[config.mk]
export PLATFORM = sky130hd
export DESIGN_NAME = transmit_top
export DESIGN_NICKNAME = d
export VERILOG_FILES = /design/src/source/transmit_pkg.sv /design/src/source/tx_config_if.sv /design/src/source/channel_mux.sv /design/src/source/dac_prescaler.sv /design/src/source/dds.sv /design/src/source/transmit_top.sv /design/src/source/triangle.sv /design/src/source/trigger_manager.sv /design/src/source/tx_config_regs.sv
export SDC_FILE = /design/constraint.sdc
export NUM_CORES = 2
export LEC_CHECK = 0
export ABC_AREA = 1
export BUFFER_PORTS_ARGS = -buffer_cell sky130_fd_sc_hd__buf_2
export CAP_MARGIN = 20
export CELL_PAD_IN_SITES_DETAIL_PLACEMENT = 1
export CELL_PAD_IN_SITES_GLOBAL_PLACEMENT = 2
export CORE_AREA = 2 2 295 297
export DETAILED_ROUTE_END_ITERATION = 12
export DIE_AREA = 0 0 297 299
export GPL_ROUTABILITY_DRIVEN = 0
export PLACE_DENSITY_LB_ADDON = 0.1
export SYNTH_ARGS = -nofsm -noshare
export SYNTH_HDL_FRONTEND = slang
export SYNTH_HIERARCHICAL = 1
export SYNTH_SLANG_ARGS = --single-unit
[constraint.sdc]
create_clock -name dac_clk -period 9.2 [get_ports dac_clk]
set_input_delay 0.92 -clock dac_clk [delete_from_list [all_inputs] [get_ports dac_clk]]
set_output_delay 0.92 -clock dac_clk [all_outputs]
set_load 0.05 [all_outputs]
[src/source/transmit_pkg.sv]
////////////////////////////////////////////////////////////
// Transmit chain package
// Widths, sample types, register codes and the sine table
////////////////////////////////////////////////////////////

package transmit_pkg;

  localparam int CHANNELS        = 2;
  localparam int SAMPLE_WIDTH    = 16;
  localparam int PHASE_BITS      = 16;
  localparam int SCALE_WIDTH     = 18;
  localparam int SCALE_FRAC_BITS = 16;

  // DDS outputs first, triangle outputs after them
  localparam int SOURCES   = 2 * CHANNELS;
  localparam int SEL_WIDTH = $clog2(SOURCES);

  typedef logic signed [SAMPLE_WIDTH-1:0] sample_t;
  typedef logic [PHASE_BITS-1:0]          phase_t;
  typedef logic [SCALE_WIDTH-1:0]         scale_t;
  typedef logic [SEL_WIDTH-1:0]           sel_t;

  // Configuration register select
  typedef enum logic [2:0] {
    CFG_DDS_INC,
    CFG_TRI_INC,
    CFG_MUX_SEL,
    CFG_SCALE,
    CFG_TRIG_MASK
  } cfg_reg_e;

  // First quarter of a sine, sampled at the centre of each entry
  localparam sample_t SINE_QUARTER [16] = '{
    16'sd1608,  16'sd4808,  16'sd7962,  16'sd11039,
    16'sd14010, 16'sd16846, 16'sd19519, 16'sd22005,
    16'sd24279, 16'sd26319, 16'sd28105, 16'sd29621,
    16'sd30852, 16'sd31785, 16'sd32412, 16'sd32728
  };

endpackage

[src/source/tx_config_if.sv]
////////////////////////////////////////////////////////////
// Held configuration of the transmit chain
////////////////////////////////////////////////////////////

`timescale 1ns/1ps

interface tx_config_if;

  // Phase increments per channel
  transmit_pkg::phase_t dds_inc [transmit_pkg::CHANNELS];
  transmit_pkg::phase_t tri_inc [transmit_pkg::CHANNELS];

  // Source picked by each output channel
  transmit_pkg::sel_t   mux_sel [transmit_pkg::CHANNELS];

  // Unsigned fixed point, unity at 2**SCALE_FRAC_BITS
  transmit_pkg::scale_t scale   [transmit_pkg::CHANNELS];

  logic [transmit_pkg::CHANNELS-1:0] trig_mask;

  modport regs  (output dds_inc, tri_inc, mux_sel, scale, trig_mask);
  modport chain (input  dds_inc, tri_inc, mux_sel, scale, trig_mask);

endinterface

[src/source/channel_mux.sv]
////////////////////////////////////////////////////////////
// Channel multiplexer
// Registers one generator sample for each output channel
////////////////////////////////////////////////////////////

`timescale 1ns/1ps

module channel_mux (
  input  logic                              dac_clk,
  input  logic                              arst_n_i,
  tx_config_if.chain                        cfg_i,
  input  transmit_pkg::sample_t             src_data_i [transmit_pkg::SOURCES],
  input  logic [transmit_pkg::SOURCES-1:0]  src_valid_i,
  output transmit_pkg::sample_t             data_o [transmit_pkg::CHANNELS],
  output logic [transmit_pkg::CHANNELS-1:0] valid_o
);

  always_ff @(posedge dac_clk or negedge arst_n_i) begin
    if (!arst_n_i) begin
      for (int ch = 0; ch < transmit_pkg::CHANNELS; ch++) begin
        data_o[ch] <= '0;
      end
      valid_o <= '0;
    end else begin
      // Any source may feed any output, including the same one twice
      for (int ch = 0; ch < transmit_pkg::CHANNELS; ch++) begin
        data_o[ch]  <= src_data_i[cfg_i.mux_sel[ch]];
        valid_o[ch] <= src_valid_i[cfg_i.mux_sel[ch]];
      end
    end
  end

endmodule

[src/source/dac_prescaler.sv]
////////////////////////////////////////////////////////////
// DAC prescaler
// Fixed-point scaling with saturation, one register stage
////////////////////////////////////////////////////////////

`timescale 1ns/1ps

module dac_prescaler (
  input  logic                              dac_clk,
  input  logic                              arst_n_i,
  tx_config_if.chain                        cfg_i,
  input  transmit_pkg::sample_t             data_i [transmit_pkg::CHANNELS],
  input  logic [transmit_pkg::CHANNELS-1:0] valid_i,
  output transmit_pkg::sample_t             data_o [transmit_pkg::CHANNELS],
  output logic [transmit_pkg::CHANNELS-1:0] valid_o
);

  for (genvar ch = 0; ch < transmit_pkg::CHANNELS; ch++) begin : g_chan
    // Full signed product, scale gets a zero sign bit
    logic signed [transmit_pkg::SAMPLE_WIDTH+transmit_pkg::SCALE_WIDTH:0] product;
    // Integer part, three bits wider than a sample
    logic signed [transmit_pkg::SAMPLE_WIDTH+transmit_pkg::SCALE_WIDTH
                  -transmit_pkg::SCALE_FRAC_BITS:0] shifted;
    transmit_pkg::sample_t clamped;

    assign product = data_i[ch] * $signed({1'b0, cfg_i.scale[ch]});

    // Upper slice equals an arithmetic shift, rounds toward minus infinity
    assign shifted = product[transmit_pkg::SAMPLE_WIDTH+transmit_pkg::SCALE_WIDTH:
                             transmit_pkg::SCALE_FRAC_BITS];

    ////////////////////////////////////////////////////////////
    // Saturation
    ////////////////////////////////////////////////////////////

    // In range when all bits above the sample's sign agree with it
    always_comb begin
      if (&shifted[$left(shifted):transmit_pkg::SAMPLE_WIDTH-1] ||
          ~|shifted[$left(shifted):transmit_pkg::SAMPLE_WIDTH-1]) begin
        clamped = shifted[transmit_pkg::SAMPLE_WIDTH-1:0];
      end else if (shifted[$left(shifted)]) begin
        clamped = {1'b1, {(transmit_pkg::SAMPLE_WIDTH-1){1'b0}}};
      end else begin
        clamped = {1'b0, {(transmit_pkg::SAMPLE_WIDTH-1){1'b1}}};
      end
    end

    always_ff @(posedge dac_clk or negedge arst_n_i) begin
      if (!arst_n_i) begin
        data_o[ch]  <= '0;
        valid_o[ch] <= 1'b0;
      end else begin
        data_o[ch]  <= clamped;
        valid_o[ch] <= valid_i[ch];
      end
    end
  end

endmodule

[src/source/dds.sv]
////////////////////////////////////////////////////////////
// DDS sine generator
// Phase accumulator per channel, quarter-wave table lookup
////////////////////////////////////////////////////////////

`timescale 1ns/1ps

module dds (
  input  logic                              dac_clk,
  input  logic                              arst_n_i,
  tx_config_if.chain                        cfg_i,
  output transmit_pkg::sample_t             sample_o [transmit_pkg::CHANNELS],
  output logic [transmit_pkg::CHANNELS-1:0] valid_o
);

  for (genvar ch = 0; ch < transmit_pkg::CHANNELS; ch++) begin : g_chan
    transmit_pkg::phase_t  phase_q;
    logic                  valid_q;
    logic [1:0]            quadrant;
    // 16-entry table
    logic [3:0]            addr;
    transmit_pkg::sample_t quarter;

    always_ff @(posedge dac_clk or negedge arst_n_i) begin
      if (!arst_n_i) begin
        phase_q <= '0;
        valid_q <= 1'b0;
      end else begin
        phase_q <= phase_q + cfg_i.dds_inc[ch];
        valid_q <= 1'b1;
      end
    end

    ////////////////////////////////////////////////////////////
    // Lookup
    ////////////////////////////////////////////////////////////

    assign quadrant = phase_q[transmit_pkg::PHASE_BITS-1 -: 2];

    // Falling quarters read the table backwards
    assign addr = quadrant[0] ? ~phase_q[transmit_pkg::PHASE_BITS-3 -: 4]
                              :  phase_q[transmit_pkg::PHASE_BITS-3 -: 4];

    assign quarter = transmit_pkg::SINE_QUARTER[addr];

    // Second half of the wave is negative
    assign sample_o[ch] = quadrant[1] ? -quarter : quarter;
    assign valid_o[ch]  = valid_q;
  end

endmodule

[src/source/transmit_top.sv]
////////////////////////////////////////////////////////////
// Transmit chain top level
// DDS and triangle sources, mux, prescaler and trigger out
////////////////////////////////////////////////////////////

`timescale 1ns/1ps

module transmit_top (
  input  logic                                  dac_clk,
  input  logic                                  arst_n_i,
  // Configuration writes
  input  logic                                  cfg_we_i,
  input  transmit_pkg::cfg_reg_e                cfg_reg_i,
  input  logic [$clog2(transmit_pkg::CHANNELS)-1:0] cfg_chan_i,
  input  logic [transmit_pkg::SCALE_WIDTH-1:0]  cfg_data_i,
  // DAC side
  output transmit_pkg::sample_t                 dac_data_o [transmit_pkg::CHANNELS],
  output logic [transmit_pkg::CHANNELS-1:0]     dac_valid_o,
  output logic                                  dac_trigger_o
);

  tx_config_if cfg_bus ();

  transmit_pkg::sample_t             dds_data [transmit_pkg::CHANNELS];
  logic [transmit_pkg::CHANNELS-1:0] dds_valid;
  transmit_pkg::sample_t             tri_data [transmit_pkg::CHANNELS];
  logic [transmit_pkg::CHANNELS-1:0] tri_valid;
  logic [transmit_pkg::CHANNELS-1:0] tri_triggers;
  transmit_pkg::sample_t             src_data [transmit_pkg::SOURCES];
  logic [transmit_pkg::SOURCES-1:0]  src_valid;
  transmit_pkg::sample_t             mux_data [transmit_pkg::CHANNELS];
  logic [transmit_pkg::CHANNELS-1:0] mux_valid;

  tx_config_regs u_regs (
    .dac_clk    (dac_clk),
    .arst_n_i   (arst_n_i),
    .cfg_we_i   (cfg_we_i),
    .cfg_reg_i  (cfg_reg_i),
    .cfg_chan_i (cfg_chan_i),
    .cfg_data_i (cfg_data_i),
    .cfg_o      (cfg_bus)
  );

  ////////////////////////////////////////////////////////////
  // Generators
  ////////////////////////////////////////////////////////////

  dds u_dds (
    .dac_clk  (dac_clk),
    .arst_n_i (arst_n_i),
    .cfg_i    (cfg_bus),
    .sample_o (dds_data),
    .valid_o  (dds_valid)
  );

  triangle u_triangle (
    .dac_clk   (dac_clk),
    .arst_n_i  (arst_n_i),
    .cfg_i     (cfg_bus),
    .sample_o  (tri_data),
    .valid_o   (tri_valid),
    .trigger_o (tri_triggers)
  );

  // Mux sources, DDS channels then triangle channels
  for (genvar ch = 0; ch < transmit_pkg::CHANNELS; ch++) begin : g_src
    assign src_data[ch]                        = dds_data[ch];
    assign src_data[transmit_pkg::CHANNELS+ch] = tri_data[ch];
  end
  assign src_valid = {tri_valid, dds_valid};

  ////////////////////////////////////////////////////////////
  // Output path
  ////////////////////////////////////////////////////////////

  channel_mux u_mux (
    .dac_clk     (dac_clk),
    .arst_n_i    (arst_n_i),
    .cfg_i       (cfg_bus),
    .src_data_i  (src_data),
    .src_valid_i (src_valid),
    .data_o      (mux_data),
    .valid_o     (mux_valid)
  );

  dac_prescaler u_prescaler (
    .dac_clk  (dac_clk),
    .arst_n_i (arst_n_i),
    .cfg_i    (cfg_bus),
    .data_i   (mux_data),
    .valid_i  (mux_valid),
    .data_o   (dac_data_o),
    .valid_o  (dac_valid_o)
  );

  trigger_manager u_trigger (
    .dac_clk    (dac_clk),
    .arst_n_i   (arst_n_i),
    .cfg_i      (cfg_bus),
    .triggers_i (tri_triggers),
    .trigger_o  (dac_trigger_o)
  );

endmodule

[src/source/triangle.sv]
////////////////////////////////////////////////////////////
// Triangle wave generator with a trigger on phase wrap
////////////////////////////////////////////////////////////

`timescale 1ns/1ps

module triangle (
  input  logic                              dac_clk,
  input  logic                              arst_n_i,
  tx_config_if.chain                        cfg_i,
  output transmit_pkg::sample_t             sample_o [transmit_pkg::CHANNELS],
  output logic [transmit_pkg::CHANNELS-1:0] valid_o,
  output logic [transmit_pkg::CHANNELS-1:0] trigger_o
);

  for (genvar ch = 0; ch < transmit_pkg::CHANNELS; ch++) begin : g_chan
    transmit_pkg::phase_t                  phase_q;
    logic                                  carry_q;
    logic                                  valid_q;
    logic [transmit_pkg::PHASE_BITS-2:0]   ramp;

    // Carry of the last add is kept next to the phase
    always_ff @(posedge dac_clk or negedge arst_n_i) begin
      if (!arst_n_i) begin
        phase_q <= '0;
        carry_q <= 1'b0;
        valid_q <= 1'b0;
      end else begin
        {carry_q, phase_q} <= {1'b0, phase_q} + {1'b0, cfg_i.tri_inc[ch]};
        valid_q            <= 1'b1;
      end
    end

    // Rising ramp in the first half, falling in the second
    assign ramp = phase_q[transmit_pkg::PHASE_BITS-1] ? ~phase_q[transmit_pkg::PHASE_BITS-2:0]
                                                       :  phase_q[transmit_pkg::PHASE_BITS-2:0];

    // Doubled, minus 32768, which only flips the top bit
    assign sample_o[ch]  = {~ramp[transmit_pkg::PHASE_BITS-2], ramp[transmit_pkg::PHASE_BITS-3:0],
                            1'b0};
    assign valid_o[ch]   = valid_q;
    assign trigger_o[ch] = carry_q;
  end

endmodule

[src/source/trigger_manager.sv]
////////////////////////////////////////////////////////////
// Trigger manager, masked OR of the channel triggers
////////////////////////////////////////////////////////////

`timescale 1ns/1ps

module trigger_manager (
  input  logic                              dac_clk,
  input  logic                              arst_n_i,
  tx_config_if.chain                        cfg_i,
  input  logic [transmit_pkg::CHANNELS-1:0] triggers_i,
  output logic                              trigger_o
);

  logic masked_any;

  // Only channels enabled in the mask can fire
  assign masked_any = |(triggers_i & cfg_i.trig_mask);

  always_ff @(posedge dac_clk or negedge arst_n_i) begin
    if (!arst_n_i) begin
      trigger_o <= 1'b0;
    end else begin
      trigger_o <= masked_any;
    end
  end

endmodule

[src/source/tx_config_regs.sv]
////////////////////////////////////////////////////////////
// Configuration register bank
// Decodes write strobes and holds the per-channel settings
////////////////////////////////////////////////////////////

`timescale 1ns/1ps

module tx_config_regs (
  input  logic                                  dac_clk,
  input  logic                                  arst_n_i,
  input  logic                                  cfg_we_i,
  input  transmit_pkg::cfg_reg_e                cfg_reg_i,
  input  logic [$clog2(transmit_pkg::CHANNELS)-1:0] cfg_chan_i,
  input  logic [transmit_pkg::SCALE_WIDTH-1:0]  cfg_data_i,
  tx_config_if.regs                             cfg_o
);

  always_ff @(posedge dac_clk or negedge arst_n_i) begin
    if (!arst_n_i) begin
      for (int ch = 0; ch < transmit_pkg::CHANNELS; ch++) begin
        cfg_o.dds_inc[ch] <= '0;
        cfg_o.tri_inc[ch] <= '0;
        // Each channel starts on its own DDS
        cfg_o.mux_sel[ch] <= transmit_pkg::sel_t'(ch);
        cfg_o.scale[ch]   <= transmit_pkg::scale_t'(1) << transmit_pkg::SCALE_FRAC_BITS;
      end
      cfg_o.trig_mask <= '0;
    end else if (cfg_we_i) begin
      case (cfg_reg_i)
        transmit_pkg::CFG_DDS_INC:
          cfg_o.dds_inc[cfg_chan_i] <= cfg_data_i[transmit_pkg::PHASE_BITS-1:0];
        transmit_pkg::CFG_TRI_INC:
          cfg_o.tri_inc[cfg_chan_i] <= cfg_data_i[transmit_pkg::PHASE_BITS-1:0];
        transmit_pkg::CFG_MUX_SEL:
          cfg_o.mux_sel[cfg_chan_i] <= cfg_data_i[transmit_pkg::SEL_WIDTH-1:0];
        transmit_pkg::CFG_SCALE:
          cfg_o.scale[cfg_chan_i]   <= cfg_data_i;
        // Mask is global, channel number not used
        transmit_pkg::CFG_TRIG_MASK:
          cfg_o.trig_mask <= cfg_data_i[transmit_pkg::CHANNELS-1:0];
        default: begin
        end
      endcase
    end
  end

endmodule

==> implementation parameters <==
Parameter                              Value

Run status
  Status ... finished, final reports clean

Cells and area
  Core utilization of the finished layout ... 43.7%
  Share of cells above drive strength 1 ... 5.34%
  Area Overhead vs Synth ... 5.24%
  Nets ... 5544
  Layout filler cell count ... 10900
  Storage cell area ... 6080 sq um
  Footprint of the multi-input gates ... 24500 sq um
  Summed area of non-filler cells in the final layout ... 37600 sq um
  Total inserted antenna cells ... 0

Min path
  Path class of the lowest-slack min-delay path ... reg2reg

Clocking
  Post-CTS Setup Inserts ... 0
  CTS H-tree lvls ... 2
  Cell at the root of the clock tree ... clkbuf_16
  Number of buffers inserted during clock tree synthesis ... 34
  Insertion delay of the later-clocked pin in the worst-skew pair ... 0.59 ns
  PostCTS Resize Cnt ... 0
  Clock-pin slew on the worst setup and hold paths ... 0.06 ns
  Deepest clock path buffer count ... 3
  Cts-stage hold buffer count ... 0
  TritonCTS clock tree ... done
  Clk sinks ... 243

Floorplanning
  I/O pin total ... 60
  Die Footprint ... 88800 sq um
  Core region area ... 85900 sq um
  Die W ... 297 microns
  Number of placement rows ... 108
  Die Span Y ... 299 microns
  Initial cell density of the core ... 41.5%

Synth
  Area fraction of the dominant cell type after synthesis ... 25.0%
  Proportion of synthesized flip-flops having asynchronous set or reset ... 100%
  Share of synthesized area occupied by flip-flops and latches ... 17.0%
  Leading cell types by total area after synthesis ... fa_1 25%, dfrtp_1 17%, nand2_1 16%
  Number of unique standard cell types used by synthesis ... 46
  Average size of a mapped cell ... 7.37 sq um
  Synthesized instance count ... 4842
  Number of synthesized register bits ... 243
  Predominant post-synthesis flop cell ... dfrtp_1
  Post-synth top area cell ... fa_1
  Post-synth EDFFs ... 0
  Count of warnings emitted by yosys ... 6
  Cell area after synthesis ... 35700 sq um

Critical path
  CP max FO ... 18
  Data required time at the worst endpoint ... 9.62 ns
  Type of the worst setup path ... reg2reg
  Launching element type of the critical path ... flop
  Critical path capture point type ... flop
  Arr. time, crit path ... 7.03 ns

Timing
  Sum Neg Setup Slack ... 0 ns
  Fin. Hold Viols ... 0
  Worst Tran Pin Value ... 0.925 ns
  Tightest hold margin ... 0.363 ns
  Max Transition Viols Final ... 0
  Period Utilization, post-route ... 71.8%
  Final setup violation count ... 0
  Worst clock skew ... 0.0364 ns
  Top achievable clock speed ... 151 MHz
  Worst rel slew slack ... 38.3%
  Min Clock Period, post-route ... 6.61 ns
  Setup repair after global routing missed its margin ... no

Job
  Max-cap violation count ... 0

GRT
  Initial antenna violation count ... 0
  Wire length of the first global-routing pass ... 177000 microns
  Vias in the first global route ... 31600
  Largest net degree at the start of global routing ... 150
  Remaining Overflow, GRT ... 0
  Overall global routing resource usage ... 25.3%

Route
  Average wire length per cell after detail routing ... 18.6 microns
  Drt initial violations ... 1299
  Vias after detailed routing ... 29200
  Post-DR vias/cell ... 4.93
  Total length of routed wires ... 110000 microns
  Post-detailed-route count of antenna-violating nets ... 0
  Residual DRC ... 0
  DR pass1 iterations ... 7

Placed design
  Placed standard-cell area ... 36500 sq um
  Buffers added on ports ... 59
  HPWL reported at the end of detailed placement ... 86000 microns
synth_stat cells (4+ instances only):
library cell / n
nand2_1: 1542
inv_1: 1077
fa_1: 446
ha_1: 326
nand3_1: 301
dfrtp_1: 240
nor2_1: 152
a21oi_1: 127
clkbuf_1: 115
xor2_1: 95
o21ai_0: 68
nand2_2: 56
nand4_1: 44
buf_2: 34
buf_4: 23
xnor2_1: 20
buf_6: 18
nor3_1: 18
or2_2: 16
inv_2: 14
nand3_2: 10
o21bai_1: 10
nand2_4: 9
buf_1: 8
nor2_2: 7
a21boi_0: 6
o21a_1: 6
nor2_4: 5
nor3_2: 5
nor4_1: 4
o211ai_1: 4
o21ai_2: 4
final cells by class:
cell class / instances / area share (%)
clock inverter: 15 / 0.366
clock buffer: 46 / 2.47
tap: 1155 / 3.85
timing repair buffer: 67 / 1.01
sequential: 243 / 16.2
multi-input combinational: 3306 / 65.1
inverter: 1095 / 11.0
final timing paths:
| check | end | cells after the start | slack (ns) | startpoint |
|---|---|---|---|---|
| min in group asynchronous | u_prescaler/data_o[3]$_DFF_PN0_ | 1 | 0.38 | arst_n_i |
| worst max register to register | u_prescaler/data_o[18]$_DFF_PN0_ | 23 | 2.59 | u_mux/data_o[23]$_DFF_PN0_ |
| worst max-delay path | u_prescaler/data_o[18]$_DFF_PN0_ | 23 | 2.59 | u_mux/data_o[23]$_DFF_PN0_ |
| max in group asynchronous | u_dds/g_chan[1].phase_q[11]$_DFF_PN0_ | 2 | 7.41 | arst_n_i |
| worst min register to register | u_prescaler/valid_o[1]$_DFF_PN0_ | 0 | 0.36 | u_mux/valid_o[1]$_DFF_PN0_ |
| worst min-delay path | u_prescaler/valid_o[1]$_DFF_PN0_ | 0 | 0.36 | u_mux/valid_o[1]$_DFF_PN0_ |
flip-flops by register name, summed over array words and instances, names as in the netlist, 2 cells and up:
signal                     cells
u_mux/valid_o                  2
u_prescaler/valid_o            2
u_triangle/g_chan.phase_q     32
u_triangle/g_chan.carry_q      2
u_regs/cfg_o.tri_inc          32
u_regs/cfg_o.trig_mask         2
u_regs/cfg_o.scale            36
u_mux/data_o                  32
u_prescaler/data_o            32
u_regs/cfg_o.dds_inc          32
u_dds/g_chan.phase_q          32
u_regs/cfg_o.mux_sel           4
per-stage QoR:
| step | std cells | setup slack (ns) |
|---|---|---|
| 2_1_floorplan | 4843 | 3.28 |
| 5_1_grt | 5927 | 2.09 |
| 6_report | 5927 | 2.59 |
| 3_3_place_gp | 5866 | 2.70 |
| 3_5_place_dp | 5866 | 2.59 |
| 4_1_cts | 5927 | 2.54 |
metal layers:
metal / wire, microns / GRT usage [%] / share of wire [%]
met5: 0 / 0 / 0
met4: 1470 / 3.88 / 1.3
met3: 3380 / 2.30 / 3.1
met2: 52400 / 43.1 / 48
met1: 53000 / 35.6 / 48
kinds of logic after synthesis:
logic type / share of synthesized area, %
simple gates: 25.6
buf+inv: 14.4
fa+ha+maj: 36.4
flops: 17.0
compound gates: 3.65
xor+xnor: 2.82
other cells: 0.0316
critical path, stage by stage (launching register included):
cell,delay [ns]
dfrtp_1,0.94
nand2_1,0.18
fa_1,0.60
inv_1,0.06
fa_1,0.49
fa_1,0.58
fa_1,0.44
fa_1,0.55
inv_1,0.07
fa_1,0.47
inv_1,0.04
ha_1,0.33
a21oi_1,0.23
o21ai_0,0.18
a21oi_1,0.21
nor2_1,0.06
nor2_1,0.17
nand3_1,0.12
nand2_2,0.13
nand2_2,0.07
nand2_4,0.14
nand2_2,0.08
nand2_4,0.18
nand2_1,0.10
placed cells by master, fill, tap and decap left out, drive strengths merged, types with 4 or more instances in the layout:
cell type and instances:
dfrtp 240, buf 67, nand2 1607, o21bai 10, nand3 313, xor2 95, o21ai 75, or2 16
xnor2 20, nand4 44, conb 4, fa 446, nor4 4, nor2 164, o211ai 4, o21a 6
nor3 23, clkbuf 46, a21oi 127, clkinv 12, ha 326, a21boi 6, inv 1098
Power is left out: the tool's default activity adds up to more than one toggle a clock period on the data nets, which glitch-free logic cannot reach.
